[src/core_pkg.sv]
package core_pkg;

	// General decode view of an instruction word
	typedef struct packed {
		logic spare; // Top bit, reserved
		logic [9:0] opcode; // Major opcode in bits 30:21
		logic [20:0] operand; // Register and immediate fields
	} inst_gen_t;

	// Branch decode view of the same word
	typedef struct packed {
		logic spare;
		logic [9:0] opcode;
		logic [4:0] cond; // Condition code
		logic signed [15:0] disp; // Displacement in words
	} inst_branch_t;

	// One word, two decodes
	typedef union packed {
		inst_gen_t gen;
		inst_branch_t br;
	} inst_word_u;

	// Branch opcodes
	localparam logic [9:0] OC_B = 10'h104; // Branch on condition
	localparam logic [9:0] OC_BR = 10'h105; // Branch via register
	localparam logic [9:0] OC_BUR = 10'h106; // Unconditional relative

	// PSR field positions
	localparam int PSR_MMUMOD_LSB = 0; // MMU mode, 2 bits
	localparam int PSR_PRIV_LSB = 5; // Privilege level, 2 bits

endpackage
[src/fetch_pkg.sv]
package fetch_pkg;

	// Address queue geometry
	localparam int FETCH_QUEUE_DEPTH = 8; // Power of two
	localparam int FETCH_QUEUE_AW = 3; // log2 of depth

	// PC generator states
	localparam logic [1:0] FETCH_ST_RESET = 2'd0; // First cycle after reset
	localparam logic [1:0] FETCH_ST_RUN = 2'd1; // Issuing requests
	localparam logic [1:0] FETCH_ST_WAIT = 2'd2; // Flushed, waiting for new PC

	// One outstanding fetch
	typedef struct packed {
		logic [31:0] addr; // Word aligned fetch address
		logic paging_ena; // MMU mode nonzero at issue
		logic kernel_access; // Privilege zero at issue
	} fetch_qentry_t;

	// Response from instruction memory
	typedef struct packed {
		logic valid; // One cycle strobe
		logic pagefault;
		logic [13:0] mmu_flags;
		core_pkg::inst_word_u inst;
	} mem_resp_t;

	// Instruction handed to decode
	typedef struct packed {
		logic valid;
		logic pagefault;
		logic [13:0] mmu_flags;
		logic paging_ena;
		logic kernel_access;
		logic branch_predict; // Backward branch, assumed taken
		logic [31:0] branch_predict_addr; // Target or zero
		logic [31:0] inst;
		logic [31:0] pc; // Fetch address plus 4
	} fetch_out_t;

endpackage

[src/fetch_top.sv]
module fetch_top (
	input logic iCLOCK,
	input logic inRESET,
	// System
	input logic [31:0] sysreg_psr,
	input logic exception_event,
	input logic exception_addr_set,
	input logic [31:0] exception_addr,
	// Memory side
	output logic fetch_req,
	output logic [31:0] fetch_addr,
	output logic [1:0] mmumod,
	input logic fetch_lock,
	output logic prev_lock,
	input fetch_pkg::mem_resp_t mem_resp,
	// Decode side
	output fetch_pkg::fetch_out_t next_out,
	input logic next_lock,
	input logic fetch_stop
);

	logic queue_full;
	fetch_pkg::fetch_qentry_t req_entry; // Issued address and mode
	fetch_pkg::fetch_qentry_t queue_head; // Oldest outstanding entry

	assign fetch_addr = req_entry.addr;
	assign mmumod = sysreg_psr[core_pkg::PSR_MMUMOD_LSB +: 2];
	assign prev_lock = next_lock; // Memory pipeline stalls with decode

	fetch_pc_gen u_pc_gen (
		.iCLOCK (iCLOCK),
		.inRESET (inRESET),
		.sysreg_psr (sysreg_psr),
		.exception_event (exception_event),
		.exception_addr_set (exception_addr_set),
		.exception_addr (exception_addr),
		.queue_full (queue_full),
		.fetch_lock (fetch_lock),
		.fetch_stop (fetch_stop),
		.fetch_req (fetch_req),
		.req_entry (req_entry)
	);

	// Push on request, pop on response
	fetch_addr_queue u_addr_queue (
		.iCLOCK (iCLOCK),
		.inRESET (inRESET),
		.flush (exception_event),
		.wr_en (fetch_req),
		.wr_entry (req_entry),
		.full (queue_full),
		.rd_en (mem_resp.valid),
		.head (queue_head)
	);

	fetch_stage_out u_stage_out (
		.iCLOCK (iCLOCK),
		.inRESET (inRESET),
		.flush (exception_event),
		.hold (next_lock),
		.resp (mem_resp),
		.head (queue_head),
		.out (next_out)
	);

endmodule

[src/fetch_stage_out.sv]
module fetch_stage_out (
	input logic iCLOCK,
	input logic inRESET,
	input logic flush, // Clear output on exception
	input logic hold, // Decode lock
	// Memory response and its queued address
	input fetch_pkg::mem_resp_t resp,
	input fetch_pkg::fetch_qentry_t head,
	// To decode
	output fetch_pkg::fetch_out_t out
);

	fetch_pkg::fetch_out_t out_q;
	logic is_branch; // Opcode is one of the branches
	logic predict; // Backward taken
	logic [31:0] disp_ext; // Byte offset of branch target
	logic [31:0] target;

	// Opcode check through the general view
	always_comb begin
		case (resp.inst.gen.opcode)
			core_pkg::OC_B,
			core_pkg::OC_BR,
			core_pkg::OC_BUR: is_branch = 1'b1;
			default: is_branch = 1'b0;
		endcase
	end

	// Displacement through the branch view
	assign predict = is_branch && resp.inst.br.disp[15]; // Negative means loop
	assign disp_ext = {{14{resp.inst.br.disp[15]}}, resp.inst.br.disp, 2'b00};
	assign target = head.addr + disp_ext;

	always_ff @(posedge iCLOCK or negedge inRESET) begin
		if (!inRESET) begin
			out_q <= '0;
		end
		else if (flush) begin
			out_q <= '0; // Drop whatever was in flight
		end
		else if (!hold) begin
			// Memory side flags
			out_q.valid <= resp.valid;
			out_q.pagefault <= resp.pagefault;
			out_q.mmu_flags <= resp.mmu_flags;
			// Mode at issue time
			out_q.paging_ena <= head.paging_ena;
			out_q.kernel_access <= head.kernel_access;
			// Static prediction
			out_q.branch_predict <= predict;
			out_q.branch_predict_addr <= predict ? target : 32'h0;
			// Instruction and its PC
			out_q.inst <= resp.inst;
			out_q.pc <= head.addr + 32'h4;
		end
	end

	assign out = out_q;

	// Memory side keeps quiet while decode is locked
	a_no_resp_on_hold: assert property (
		@(posedge iCLOCK) disable iff (!inRESET)
		resp.valid |-> !hold
	) else $error("fetch_stage_out: response strobe during decode lock");

endmodule

[src/fetch_addr_queue.sv]
module fetch_addr_queue (
	input logic iCLOCK,
	input logic inRESET,
	input logic flush, // Drop all entries
	// Write side, from PC generator
	input logic wr_en,
	input fetch_pkg::fetch_qentry_t wr_entry,
	output logic full,
	// Read side, popped by memory response
	input logic rd_en,
	output fetch_pkg::fetch_qentry_t head
);

	// Entry storage
	fetch_pkg::fetch_qentry_t mem [fetch_pkg::FETCH_QUEUE_DEPTH];

	logic [fetch_pkg::FETCH_QUEUE_AW-1:0] wr_ptr;
	logic [fetch_pkg::FETCH_QUEUE_AW-1:0] rd_ptr;
	logic [fetch_pkg::FETCH_QUEUE_AW:0] count; // One extra bit for full
	logic empty;

	// Depth is a power of two so the top count bit means full
	assign full = count[fetch_pkg::FETCH_QUEUE_AW];
	assign empty = (count == '0);

	// Oldest entry, which a read pops in the same cycle
	assign head = mem[rd_ptr];

	// Storage write
	always_ff @(posedge iCLOCK) begin
		if (wr_en) begin
			mem[wr_ptr] <= wr_entry;
		end
	end

	// Pointers and count
	always_ff @(posedge iCLOCK or negedge inRESET) begin
		if (!inRESET) begin
			wr_ptr <= '0;
			rd_ptr <= '0;
			count <= '0;
		end
		else if (flush) begin
			// Exception empties the queue
			wr_ptr <= '0;
			rd_ptr <= '0;
			count <= '0;
		end
		else begin
			if (wr_en) begin
				wr_ptr <= wr_ptr + 1'b1; // Wraps at depth
			end
			if (rd_en) begin
				rd_ptr <= rd_ptr + 1'b1;
			end
			case ({wr_en, rd_en})
				2'b10: count <= count + 1'b1;
				2'b01: count <= count - 1'b1;
				default: count <= count; // Both or neither
			endcase
		end
	end

	// PC generator must respect full
	a_no_overflow: assert property (
		@(posedge iCLOCK) disable iff (!inRESET)
		wr_en |-> (!full || rd_en)
	) else $error("fetch_addr_queue: write while full");

	// Memory must not answer a request it never got
	a_no_underflow: assert property (
		@(posedge iCLOCK) disable iff (!inRESET)
		(rd_en && !flush) |-> !empty
	) else $error("fetch_addr_queue: read while empty");

endmodule

[src/fetch_pc_gen.sv]
module fetch_pc_gen (
	input logic iCLOCK,
	input logic inRESET,
	// System register
	input logic [31:0] sysreg_psr,
	// Exception control
	input logic exception_event,
	input logic exception_addr_set,
	input logic [31:0] exception_addr,
	// Back-pressure
	input logic queue_full,
	input logic fetch_lock,
	input logic fetch_stop,
	// Request out
	output logic fetch_req,
	output fetch_pkg::fetch_qentry_t req_entry
);

	logic [31:0] pc; // Next address to issue
	logic fetch_valid; // PC holds a usable address
	logic [1:0] state;
	logic paging_ena;
	logic kernel_access;

	// Mode flags sampled from the live PSR
	assign paging_ena = |sysreg_psr[core_pkg::PSR_MMUMOD_LSB +: 2];
	assign kernel_access = (sysreg_psr[core_pkg::PSR_PRIV_LSB +: 2] == 2'b00);

	// Request only when nothing blocks
	assign fetch_req = fetch_valid
		&& !exception_event // Drop at once on flush
		&& !fetch_lock
		&& !fetch_stop
		&& !queue_full;

	// Stamp request with its mode
	assign req_entry.addr = pc;
	assign req_entry.paging_ena = paging_ena;
	assign req_entry.kernel_access = kernel_access;

	always_ff @(posedge iCLOCK or negedge inRESET) begin
		if (!inRESET) begin
			pc <= 32'h0;
			fetch_valid <= 1'b0;
			state <= fetch_pkg::FETCH_ST_RESET;
		end
		else if (exception_addr_set) begin
			// Redirect wins over everything
			pc <= {exception_addr[31:2], 2'b00};
			fetch_valid <= 1'b1;
			state <= fetch_pkg::FETCH_ST_RUN;
		end
		else if (exception_event) begin
			fetch_valid <= 1'b0; // Idle until redirect
			state <= fetch_pkg::FETCH_ST_WAIT;
		end
		else begin
			case (state)
				fetch_pkg::FETCH_ST_RESET: begin
					// Start at address zero
					pc <= 32'h0;
					fetch_valid <= 1'b1;
					state <= fetch_pkg::FETCH_ST_RUN;
				end
				fetch_pkg::FETCH_ST_RUN: begin
					if (fetch_req) begin
						pc <= pc + 32'h4; // Sequential fetch
					end
				end
				fetch_pkg::FETCH_ST_WAIT: begin
					fetch_valid <= 1'b0; // Hold PC
				end
				default: begin
					fetch_valid <= 1'b0;
					state <= fetch_pkg::FETCH_ST_WAIT;
				end
			endcase
		end
	end

	// Every issued address lands on a word boundary
	a_pc_aligned: assert property (
		@(posedge iCLOCK) disable iff (!inRESET)
		pc[1:0] == 2'b00
	) else $error("fetch_pc_gen: unaligned PC %h", pc);

endmodule

[config.mk]
export PLATFORM = sky130hd
export DESIGN_NAME = fetch_top
export DESIGN_NICKNAME = d
export VERILOG_FILES = /design/src/core_pkg.sv /design/src/fetch_pkg.sv /design/src/fetch_top.sv /design/src/fetch_stage_out.sv /design/src/fetch_addr_queue.sv /design/src/fetch_pc_gen.sv
export SDC_FILE = /design/constraint.sdc
export NUM_CORES = 1
export LEC_CHECK = 0
export ABC_AREA = 1
export BUFFER_PORTS_ARGS = -buffer_cell sky130_fd_sc_hd__buf_2
export CELL_PAD_IN_SITES_DETAIL_PLACEMENT = 1
export CELL_PAD_IN_SITES_GLOBAL_PLACEMENT = 2
export CORE_MARGIN = 5
export CORE_UTILIZATION = 37
export CTS_BUF_LIST = sky130_fd_sc_hd__clkbuf_2
export DETAILED_ROUTE_END_ITERATION = 8
export GPL_ROUTABILITY_DRIVEN = 0
export HOLD_SLACK_MARGIN = 0.05
export PLACE_DENSITY_LB_ADDON = 0.1
export RECOVER_POWER = 100
export SLEW_MARGIN = 20
export SYNTH_ARGS = -nofsm -noshare
export SYNTH_HDL_FRONTEND = slang
export SYNTH_SLANG_ARGS = --single-unit
[constraint.sdc]
create_clock -name iCLOCK -period 4.63 [get_ports iCLOCK]
set_input_delay 0.2315 -clock iCLOCK [delete_from_list [all_inputs] [get_ports iCLOCK]]
set_output_delay 0.2315 -clock iCLOCK [all_outputs]
set_load 0.005 [all_outputs]
# Word-level counts from Yosys, hierarchy flattened
# Memories as Yosys holds them, arrays and structs flattened.
# Index checks and enable logic that the tools add are counted.
[op_classes]
eq_ne = 12
n_addsub = 7
n_reduce_logical = 19
n_mux = 22
[op_table]
columns = ["operator", "count"]
rows = [
  ["$mux W115", 2],
  ["$mux W32", 4],
  ["$add A32 B3 Y32 const B", 2],
  ["$pmux W32 S2", 1],
  ["$add A32 B32 Y32", 1],
  ["$eq A10 B9 Y1 const B", 3],
  ["$mux W3", 4],
  ["$pmux W4 S2", 1],
  ["$add A3 B1 Y3 const B", 2],
  ["$reduce_bool A3 Y1", 2],
  ["$logic_and A1 B1 Y1", 5],
  ["$mux W1", 5],
  ["$add A4 B1 Y4 const B", 1],
  ["$eq A2 B1 Y1 const B", 2],
  ["$eq A2 B2 Y1 const B", 2],
  ["$logic_not A1 Y1", 4],
  ["$logic_not A2 Y1", 2],
  ["$mux W2", 2],
  ["$mux W4", 1],
  ["$pmux W2 S2", 1],
  ["$reduce_bool A2 Y1", 2],
  ["$reduce_or A2 Y1", 2],
  ["$sub A4 B1 Y4 const B", 1],
  ["$ne A3 B1 Y1 const B", 1],
  ["other kinds (7)", 7],
]
[word_totals]
memories = 1
ram_bits = 272
register_bits = 160
out_inout_bits = 151
input_bits = 119
[mem_list]
columns = ["memory", "depth", "word_bits", "read_ports", "rd_clocked_by_memory_dff", "wr", "line", "rtl"]
rows = [
  ["u_addr_queue.mem", 8, 34, 1, 0, 1, "fetch_addr_queue.sv:15", "fetch_pkg::fetch_qentry_t mem [fetch_pkg::FETCH_QUEUE_DEPTH];"],
]

# Longest topological paths before layout
# Gate-level depths: netlist (run 1).
[depth]
depth_word = 9
ltp_mapped = 21

# Modules after synthesis
# Synthesis (run 1) repeated with hierarchy kept, for this count alone.
[unflattened]
hier_cells = 2274
hier_area_um2 = 20857.5
[modules_own_cells]
columns = ["mod", "instances", "cells_each", "area_per_inst_um2", "seq_area_each_um2"]
rows = [
  ["fetch_addr_queue", 1, 924, 11283.3, 8418.1],
  ["fetch_stage_out", 1, 969, 7055.5, 2877.8],
  ["fetch_pc_gen", 1, 378, 2496.1, 825.8],
  ["fetch_top", 1, 3, 22.5, 0.0],
]

# Worst setup path after synthesis (run 1)
# No wires, ideal clock.
[synth_path]
path_type = "input-to-reg"
start = "input exception_event"
end = "memory u_addr_queue.mem[6][0] (netlist bit) (enable)"
path_buffers = 1
required_ns = 4.169
arrival_time_ns = 3.166
path_slack_ns = 1.003
cell_stages = 8
cell_sequence = "buf_2 -> inv_2 -> nand2_1 -> inv_1 -> nand3_1 -> inv_1 -> nand2_1 -> nor3_1"
[synth_via]
elab_chain_len = 7
[synth_rtl]
columns = ["element", "line", "rtl"]
rows = [
  ["start: declaration", "fetch_top.sv:6", "input logic exception_event,"],
  ["$logic_not A1 Y1", "fetch_pc_gen.sv:31", "&& !exception_event"],
  ["$logic_and A1 B1 Y1", "fetch_pc_gen.sv:31", ""],
  ["$logic_and A1 B1 Y1", "fetch_pc_gen.sv:32", "&& !fetch_lock"],
  ["$logic_and A1 B1 Y1", "fetch_pc_gen.sv:33", "&& !fetch_stop"],
  ["$logic_and A1 B1 Y1", "fetch_pc_gen.sv:34", "&& !queue_full;"],
  ["net fetch_req", "fetch_top.sv:10", "output logic fetch_req,"],
  ["$mux W1", "fetch_addr_queue.sv:31", "if (wr_en) begin"],
  ["$mux W1 (not written as such)", "fetch_addr_queue.sv:32", "mem[wr_ptr] <= wr_entry;"],
  ["end: declaration", "fetch_addr_queue.sv:15", ""],
]
# The timed path passes the listed nets, and every way through them passes these cells.

# Final worst setup path (run 1)
[layout_path]
start = "input fetch_stop"
end = "memory u_addr_queue.mem[6][13] (netlist bit) (enable)"
[layout_via]
elab_chain_len = 5
[layout_rtl]
columns = ["element", "line", "rtl"]
rows = [
  ["start: declaration", "fetch_top.sv:19", "input logic fetch_stop"],
  ["$logic_not A1 Y1", "fetch_pc_gen.sv:33", ""],
  ["$logic_and A1 B1 Y1", "fetch_pc_gen.sv:33", ""],
  ["$logic_and A1 B1 Y1", "fetch_pc_gen.sv:34", ""],
  ["$mux W1", "fetch_addr_queue.sv:31", ""],
  ["$mux W1 (not written as such)", "fetch_addr_queue.sv:32", ""],
]
# No other way between the ends.

==> metrics, run 1 <==
placed cell area=0.0222 sq mm; power consumption=8.61 mW; Area Growth Syn to Fin=24.8%; Yosys cell types=50; Worst R2R Setup Slack=0.75 ns; I/O Buffers=237; P_leak=11.7 nW; hold_buf cts=243; crit-path cells=dlygate4sd3_1 > buf_2 > dlygate4sd3_1 > nor2_1 > dlygate4sd3_1 > nand3_1 > inv_1 > nand2_1 > nor3_1 > clkbuf_1; fin crit share=0.894; Num CTS Buffers=110; most frequent CP cell=dlygate4sd3_1; max cap viols=12; Seq cells post-synth=412; Initial Util=0.372; Mapped Area=0.0204 sq mm; Seq/Total Area, Yosys=0.568; clock group share of total power=0.316; class of the worst hold path=primary input to register; sequential power share=0.499; Setup violations, final=0; vias=17999; Worst Path Required=5.28 ns; Pre-antenna DRT Iters=6; antenna viol nets, final=0; crit path launch type=primary input; fill count=6603; commonest non-fill, non-tap cell in the layout=nand2_1; placed cell count=3156; clock skew=0.138 ns; remaining global-route overflow=0; final wirelength=69700 um; DIE AREA=0.0599 sq mm; initial DRC count=794; Max FO, Critical Path=32; final instance area=0.0255 sq mm; cells after synthesis=2281; Final HPWL DP=42200 um; switching share of power=0.329; Final Hold Fails=0; Peak VDD IR=0.199 mV; worst skew pair latency=1.18 ns; drt via density=4.99; post-DR wirelength/cell=19.3 um; chip height=245 um; RSZ-0062 raised after global routing=no; vias in the first global route=19326; failing checks=capacitance limit, slew limit; fin crit period=4.14 ns; Sw Pwr=2.83 mW; pin count of the biggest net entering global routing=135; Die X=245 um; Power Dens Cells=338 mW/mm^2; most frequent cells in the layout=nand2_1, inv_1, edfxtp_1, dlygate4sd3_1, nand3_1; CP Capture Type=register; Worst path max stage delay=1.90 ns; post-CTS setup buffers=0; Slew headroom=-1.44; first-pass GRT wire length=107000 um; Max clock buf depth=3; Final Non-Filler Cells=3607; worst-margin pin slew=3.66 ns; I/O Pins=270; Setup TNS Final=0 ns; TritonCTS clock tree=yes; Core ar.=0.0549 sq mm; H-tree levels=3; Synthesis Warnings=0; Pint=5.78 mW; # clock sinks=412; Root Buffer=clkbuf_2; Overall Global Routing Usage=0.229; Max Fclk=0.242 GHz; DRC=0; row count=86; outcome=complete, but fails checks; Worst EP arrival=4.79 ns; share of cells above drive strength 1=0.121; clock-pin slew on the worst setup and hold paths=0.11 ns; post-layout util=0.464; Gate power share=0.185; CTS resizes=0; fin nets=2965; type of the worst setup path=primary input to register; critical path's slowest cell=clkbuf_1; Syn Area/Cell=8.94 sq um; Final Max Tran Viols=471; initial antenna violation count=5
[power by group through the flow]
stage | Clock [mW] | Sequential (mW) | Combinational, mW
floorplan | 0 | 4.29 | 0.909
global placement | 0 | 4.36 | 1.38
detailed placement | 0 | 4.37 | 1.42
CTS | 2.83 | 4.29 | 1.61
global route | 3.04 | 4.32 | 1.78
finish | 2.72 | 4.30 | 1.59
[synthesized netlist by cell type (all sizes together)]
cell type  count  area [sq um]
o211ai         9          67.6
clkbuf        27           101
o221ai         5          43.8
xor2           3          26.3
o21bai         3          22.5
nor4           2          12.5
a21oi         70           350
clkinv         1          3.75
a22o          45           394
nor3          19           100
inv          315          1190
buf           65           468
o31ai          3          22.5
nand4         17           106
a211oi         1          7.51
nand3b         1          7.51
o22ai          3          18.8
and2           2          12.5
nor2         171           677
ha            37           463
a31oi          3          18.8
a21o           2          15.0
or2            4          25.0
a32o           3          30.0
o21a           2          15.0
fa             2          40.0
o21ai        143           716
a21boi         2          15.0
nand2        694          2660
conb           1          3.75
xnor2          3          26.3
dfrtp        156          3900
o41ai          3          26.3
nand3        181           911
edfxtp       256          7690
a22oi         26           195
o311ai         1          8.76
[cell families (layout without fill, tap and decap cells)]
kind of cell	Yosys count	after routing	synth area share
simple gates	1091	1091	0.221
flops	412	412	0.568
fa+ha+maj	39	39	0.0247
compound gates	324	324	0.0964
buf+inv	408	1023	0.0866
other cells	1	8	0.000184
xor+xnor	6	6	0.00258
[critical path, delay by kind of cell]
kind	cells	cell delay, ns
buffers and inverters	6	3.87
and+or+nand+nor	4	0.63
[cell type report]
type | instances | area, sq um | area share
sequential | 412 | 11600 | 0.455
multi-input combinational | 1462 | 7040 | 0.277
timing repair buffer | 505 | 3650 | 0.144
inverter | 316 | 1200 | 0.0470
tap | 704 | 881 | 0.0346
clock buffer | 153 | 766 | 0.0301
clock inverter | 49 | 310 | 0.0122
antenna | 6 | 15.0 | 0.000590
[registers in the layout (all words and copies together), names as in the netlist]
name	flops
u_pc_gen.fetch_valid	1
u_pc_gen.state	2
u_addr_queue.count	4
u_addr_queue.mem	256
u_pc_gen.pc	30
u_addr_queue.rd_ptr	3
u_addr_queue.wr_ptr	3
u_stage_out.out	113
[path summary, 6_finish.rpt]
path | from | end | cells past startpoint
max | fetch_stop | u_addr_queue.mem[6][13] | 10
min | fetch_lock | u_addr_queue.wr_ptr[1] | 7
max reg2reg | u_addr_queue.rd_ptr[0] | u_stage_out.out[81] | 16
min reg2reg | u_stage_out.out[89] | u_stage_out.out[89] | 2
max in group asynchronous | inRESET | u_stage_out.out[69] | 5
min in group asynchronous | inRESET | u_stage_out.out[4] | 5
[layer usage]
| metal | track usage | vias up | part of all wire |
|---|---|---|---|
| met2 | 0.414 | 420 | 0.51 |
| met4 | 0.0904 | 2 | 0.039 |
| met3 | 0.0419 | 168 | 0.042 |
| li1 | - | 8619 | - |
| met1 | 0.269 | 8790 | 0.41 |
| met5 | 0 | - | 0.00029 |
[stage by stage]
stage	setup slack, ns	hold slack [ns]
detailed placement	1.06	0.236
global route	0.378	0.159
CTS	0.926	0.0567
global placement	1.12	0.234
finish	0.491	0.244
floorplan	1.00	-0.0641
(Power assumes the default switching activity.)
==> run 2: changes to the inputs <==
CORE_ASPECT_RATIO = 2   (was not set)
PLACE_DENSITY = 0.83   (was not set)
PLACE_DENSITY_LB_ADDON = not set   (was 0.1)
==> run 2 against run 1 <==
Net effect:
- the run still ends with capacitance limit, slew limit left
- clock skew shrank 0.047 ns
- final area shrank 0.75%
- register-to-register slack lost 0.08 ns
- sequential power hardly changed
- clock power is 7.4% lower
- clock-buffer cell count decreased by 19
- first-iteration DRC count shrank 9.3%
- sequential share of layout area increased by 0.34 points
- via count rose by 1.9%
- global-route usage is 1.7 points higher
- critical path depth fell by 4
- routed wire length increased by 7.7%
- largest cell class unchanged
==> metrics, run 2 (synthesized netlist as in run 1, its figures left out) <==
outcome=complete, but fails checks; failing checks=capacitance limit, slew limit; DIE AREA=0.0602 sq mm (+0.48%); I/O Pins=270 (unchanged); Die X=176 um (-28%); Root Buffer=clkbuf_2; Overall Global Routing Usage=0.246 (+0.0172); antenna viol nets, final=0 (unchanged); Setup TNS Final=0 ns (unchanged); WL met1=25500 um (-10%); CP Capture Type=register; Final Hold Fails=0 (unchanged); Worst Path Required=5.20 ns (-0.08 ns); crit path launch type=register; Core ar.=0.0545 sq mm (-0.68%); crit path launch=u_addr_queue.count[3]; clock-pin slew on the worst setup and hold paths=0.11 ns (about the same); Pre-antenna DRT Iters=4 (-2); Slew headroom=-0.857 (+0.584); Max Fclk=0.252 GHz (+4.5%); P_leak=11.6 nW (-0.81%); Max FO, Critical Path=30 (-6.3%); Power Dens Cells=335 mW/mm^2 (-1.0%); fin nets=2952 (-0.44%); vias in the first global route=20389 (+5.5%); max cap viols=11 (-1); RSZ-0062 raised after global routing=no; chip height=342 um (+40%); drt via density=5.17 (+3.5%); DR top layer=met4; number of flip-flops in the largest register=256 (unchanged); DRC=0 (unchanged); first-pass GRT wire length=114000 um (+6.4%); class of the worst hold path=primary input to register; Setup crit end=u_addr_queue.mem[7][29]; Setup violations, final=0 (unchanged); Worst EP arrival=4.53 ns (-0.26 ns); Worst R2R Setup Slack=0.67 ns (-0.08 ns); fin crit period=3.96 ns (-0.177 ns); commonest non-fill, non-tap cell in the layout=nand2_1; post-DR wirelength/cell=21.1 um (+9.5%); Num CTS Buffers=96 (-13%); worst-margin pin slew=2.79 ns (-0.877 ns); CTS resizes=0 (unchanged); Hold WS=0.196 ns (-0.0480 ns); H-tree levels=3 (unchanged); Worst R2R End=u_addr_queue.mem[7][29]; pin count of the biggest net entering global routing=135 (unchanged); Peak VDD IR=0.213 mV (+7.0%); worst r2r path cells=6 (-10); type of the worst setup path=register to register; Reg with most FFs=u_addr_queue.mem; worst reg2reg path startpoint=u_addr_queue.count[3]; clock skew=0.0909 ns (-0.0475 ns); post-layout util=0.464 (about the same); # clock sinks=412 (unchanged); vias=18335 (+1.9%); Area Growth Syn to Fin=23.9%; Initial Util=0.374 (+0.00256); row count=121 (+41%); WL met2=41000 um (+15%); Max clock buf depth=3 (unchanged); most frequent cells in the layout=nand2_1, inv_1, edfxtp_1, dlygate4sd3_1, nand3_1; Final HPWL DP=47100 um (+12%); final wirelength=75000 um (+7.7%); TritonCTS clock tree=yes; Final Max Tran Viols=511 (+8.5%); I/O Buffers=237 (unchanged); initial antenna violation count=3 (-2); initial DRC count=720 (-9.3%); share of cells above drive strength 1=0.113 (-0.00792); DR WL met3=3000 um (+2.7%); worst skew pair latency=1.08 ns (-0.10 ns); fin crit share=0.856 (-0.0381); remaining global-route overflow=0 (unchanged)
run 2: final cells by class:
cell class | instances | area [sq um]
Tap cell | 676 | 846
Multi-Input combinational cell | 1462 | 7020
Fill cell | 6615 | 29200
Sequential cell | 412 | 11600
Timing Repair Buffer | 506 | 3670
Inverter | 316 | 1200
Clock inverter | 40 | 259
Antenna cell | 3 | 7.51
Clock buffer | 134 | 671
run 2: worst min-delay path by stage:
stage,start,end,slack (ns),cells after the start
global placement,inRESET,u_stage_out.out[96],0.35,1
floorplan,inRESET,u_addr_queue.count[0],-0.06,0
CTS,sysreg_psr[0],u_addr_queue.mem[3][1],0.06,3
global route,exception_event,u_addr_queue.count[0],0.08,5
detailed placement,inRESET,u_stage_out.out[96],0.36,1
finish,exception_event,u_addr_queue.count[0],0.20,5
run 2: critical path, cell delays in order, from the launching register on:
cell	delay (ns)
dfrtp_1	0.40
inv_1	0.12
nand3_1	0.14
inv_1	0.18
nand2_1	0.17
nor3_1	0.43
clkbuf_1	1.96
run 2: per-layer routing:
layer,GRT usage,vias to the layer above
li1,-,8569
met1,0.234,8980
met2,0.473,546
met4,0.166,0
met5,0,-
met3,0.0390,240
run 2: through the flow:
stage | setup slack (ns) | area [sq um] | cells | power [mW]
2_1_floorplan | 1.00 | 20400 | 2282 | 5.20
3_3_place_gp | 1.03 | 22200 | 3127 | 5.76
3_5_place_dp | 0.880 | 22200 | 3127 | 5.82
4_1_cts | 0.869 | 25600 | 3546 | 8.54
5_1_grt | 0.515 | 25300 | 3549 | 8.95
6_report | 0.668 | 25300 | 3549 | 8.46
run 2: power by group:
part	leakage, nW	switching, mW	internal, mW
registers	4.37	0.207	4.09
clock network	0.696	1.55	0.970
logic	6.52	1.04	0.596
total	11.6	2.80	5.66
run 2: what timing repair did:
item,in CTS,in global routing
hold buffers,245,0
buffers inserted,0,0
hold endpoints to repair,331,0
==> run 3: changes to the inputs <==
CORE_UTILIZATION = 36   (was 37)
CTS_BUF_LIST = sky130_fd_sc_hd__clkbuf_16   (was sky130_fd_sc_hd__clkbuf_2)
PLACE_DENSITY = 0.81   (was 0.83)
==> run 3 against run 2 <==
Net effect:
- the flow still finishes with violations (capacitance limit, slew limit)
- critical path depth increased by 9
- die area up 2.7%
- register-to-register slack worse by 0.10 ns
- sequential cell count is the same
- via count shrank 6.7%
- worst hold slack worse by 0.14 ns
- highest routed layer unchanged
==> metrics, run 3 (synthesized netlist as in run 1, its figures left out) <==
vias=17098 (-6.7%); fin nets=2733 (-7.4%); Final Max Tran Viols=394 (-23%); post-DR wirelength/cell=20.6 um (-2.7%); Core ar.=0.0562 sq mm (+3.1%); Peak VDD IR=0.225 mV (+5.9%); sequential power share=0.471 (-0.037); CP Capture Type=register; Die X=178 um (+1.3%); post-CTS setup buffers=0 (unchanged); Max FO, Critical Path=51 (+70%); Area Growth Syn to Fin=18.6%; clock group share of total power=0.368 (+0.070); I/O Buffers=237 (unchanged); Worst EP arrival=4.50 ns (-0.03 ns); failing checks=capacitance limit, slew limit; initial antenna violation count=2 (-1); DIE AREA=0.0618 sq mm (+2.7%); chip height=347 um (+1.3%); outcome=complete, but fails checks; pin count of the biggest net entering global routing=135 (unchanged); Sw Pwr=2.62 mW (-6.5%); Power Dens Cells=377 mW/mm^2 (+13%); Sequential Area=0.0116 sq mm (unchanged); # clock sinks=412 (unchanged); number of flip-flops in the largest register=256 (unchanged); most frequent cells in the layout=nand2_1, inv_1, edfxtp_1, nand3_1, nor2_1; initial DRC count=757 (+5.1%); Final HPWL DP=47300 um (+0.46%); Root Buffer=clkbuf_16; Pint=6.50 mW (+15%); multi-input logic area=0.00708 sq mm (+0.78%); placed cell count=3200 (+2.3%); Max clock buf depth=3 (unchanged); crit path launch type=register; I/O Pins=270 (unchanged); clock skew=0.0293 ns (-0.0616 ns); worst skew pair latency=0.56 ns (-0.52 ns); DP Worst Slack=0.903 ns (+0.0226 ns); Setup violations, final=0 (unchanged); Initial Util=0.363 (-0.0111); worst-margin pin slew=2.80 ns (+0.0122 ns); Worst Path Required=5.07 ns (-0.13 ns); final wirelength=69100 um (-8.0%); share of cells above drive strength 1=0.0967 (-0.0166); H-tree levels=2 (-1); row count=123 (+1.7%); class of the worst hold path=primary input to register; first-pass GRT wire length=105000 um (-7.9%); post-layout util=0.430 (-0.0331); Reg with most FFs=u_addr_queue.mem; CTS resizes=0 (unchanged); Max Fclk=0.246 GHz (-2.6%); max cap viols=10 (-1); vias in the first global route=18597 (-8.8%); fin crit share=0.878 (+0.0225); type of the worst setup path=register to register; Final Non-Filler Cells=3358 (-5.4%); TritonCTS clock tree=yes; RSZ-0062 raised after global routing=no; Final Hold Fails=0 (unchanged); setup ws final=0.564 ns (-0.104 ns); Gate power share=0.161 (-0.033); DRC=0 (unchanged); P_leak=10.9 nW (-5.8%); Overall Global Routing Usage=0.220 (-0.0263); commonest non-fill, non-tap cell in the layout=nand2_1; Slew headroom=-0.865 (-0.00815); antenna viol nets, final=0 (unchanged); drt via density=5.09 (-1.4%); remaining global-route overflow=0 (unchanged); Setup TNS Final=0 ns (unchanged); Num CTS Buffers=40 (-58%); fill count=6600 (-0.23%); switching share of power=0.287 (-0.0440); clock-pin slew on the worst setup and hold paths=0.07 ns (-0.04 ns); fin crit period=4.07 ns (+0.104 ns); Pre-antenna DRT Iters=5 (+1)
## run 3: worst max-delay path: stages (launching register included)
cell and delay (ns):
dfrtp_2 0.56, inv_2 0.91, nand3_1 0.17, nand2_1 0.11
nand2_1 0.05, nand2_1 0.26, ha_1 0.29, nand3_1 0.08
nand3_1 0.15, a21boi_0 0.40, o21ai_0 0.22, nand2_1 0.12
nand2_1 0.13, or2_2 0.30, nand3_1 0.07, nand2_1 0.06
## run 3: power groups by stage
stage               logic, mW  clock network (mW)  registers, mW
global placement         1.40                   0           4.36
floorplan               0.909                   0           4.29
finish                   1.47                3.35           4.30
CTS                      1.51                3.44           4.29
detailed placement       1.45                   0           4.37
global route             1.64                3.58           4.32
## run 3: metrics by stage
step | cell area (sq um) | hold WS, ns | power, mW
floorplan | 20400 | -0.0641 | 5.20
global placement | 22200 | 0.332 | 5.76
global route | 24200 | 0.0709 | 9.55
detailed placement | 22200 | 0.339 | 5.81
CTS | 24400 | 0.0667 | 9.25
finish | 24200 | 0.0535 | 9.12
## run 3: area by class of cell
| cell class | instances | area share |
|---|---|---|
| inverter | 316 | 0.0494 |
| timing repair buffer | 343 | 0.0840 |
| tap | 750 | 0.0388 |
| clock buffer | 42 | 0.0435 |
| clock inverter | 32 | 0.0121 |
| multi-input combinational | 1462 | 0.293 |
| sequential | 412 | 0.480 |
| antenna | 1 | 0.000103 |
## run 3: layer usage
| metal | routed length (um) | part of all wire | up-vias | global-route usage |
|---|---|---|---|---|
| met1 | 24100 | 0.35 | 8419 | 0.221 |
| met4 | 3570 | 0.052 | 0 | 0.107 |
| li1 | - | - | 8096 | - |
| met5 | 0 | 0 | - | 0 |
| met2 | 38700 | 0.56 | 442 | 0.435 |
| met3 | 2700 | 0.039 | 141 | 0.0237 |
## run 3: what timing repair did
item,CTS,global route
setup endpoints to repair,0,0
hold endpoints to repair,183,0
hold buffers,83,0
## run 3: final timing paths
path                                   startpoint                      to  slack (ns)  depth (start not counted)
max                        u_addr_queue.rd_ptr[1]     u_stage_out.out[81]        0.56                         15
min                               exception_event   u_addr_queue.count[3]        0.05                          2
max reg2reg                u_addr_queue.rd_ptr[1]     u_stage_out.out[81]        0.56                         15
min reg2reg                 u_addr_queue.count[0]   u_addr_queue.count[0]        0.47                          1
max in group asynchronous                 inRESET  u_addr_queue.rd_ptr[0]        1.32                          3
min in group asynchronous                 inRESET     u_stage_out.out[86]        0.85                          2
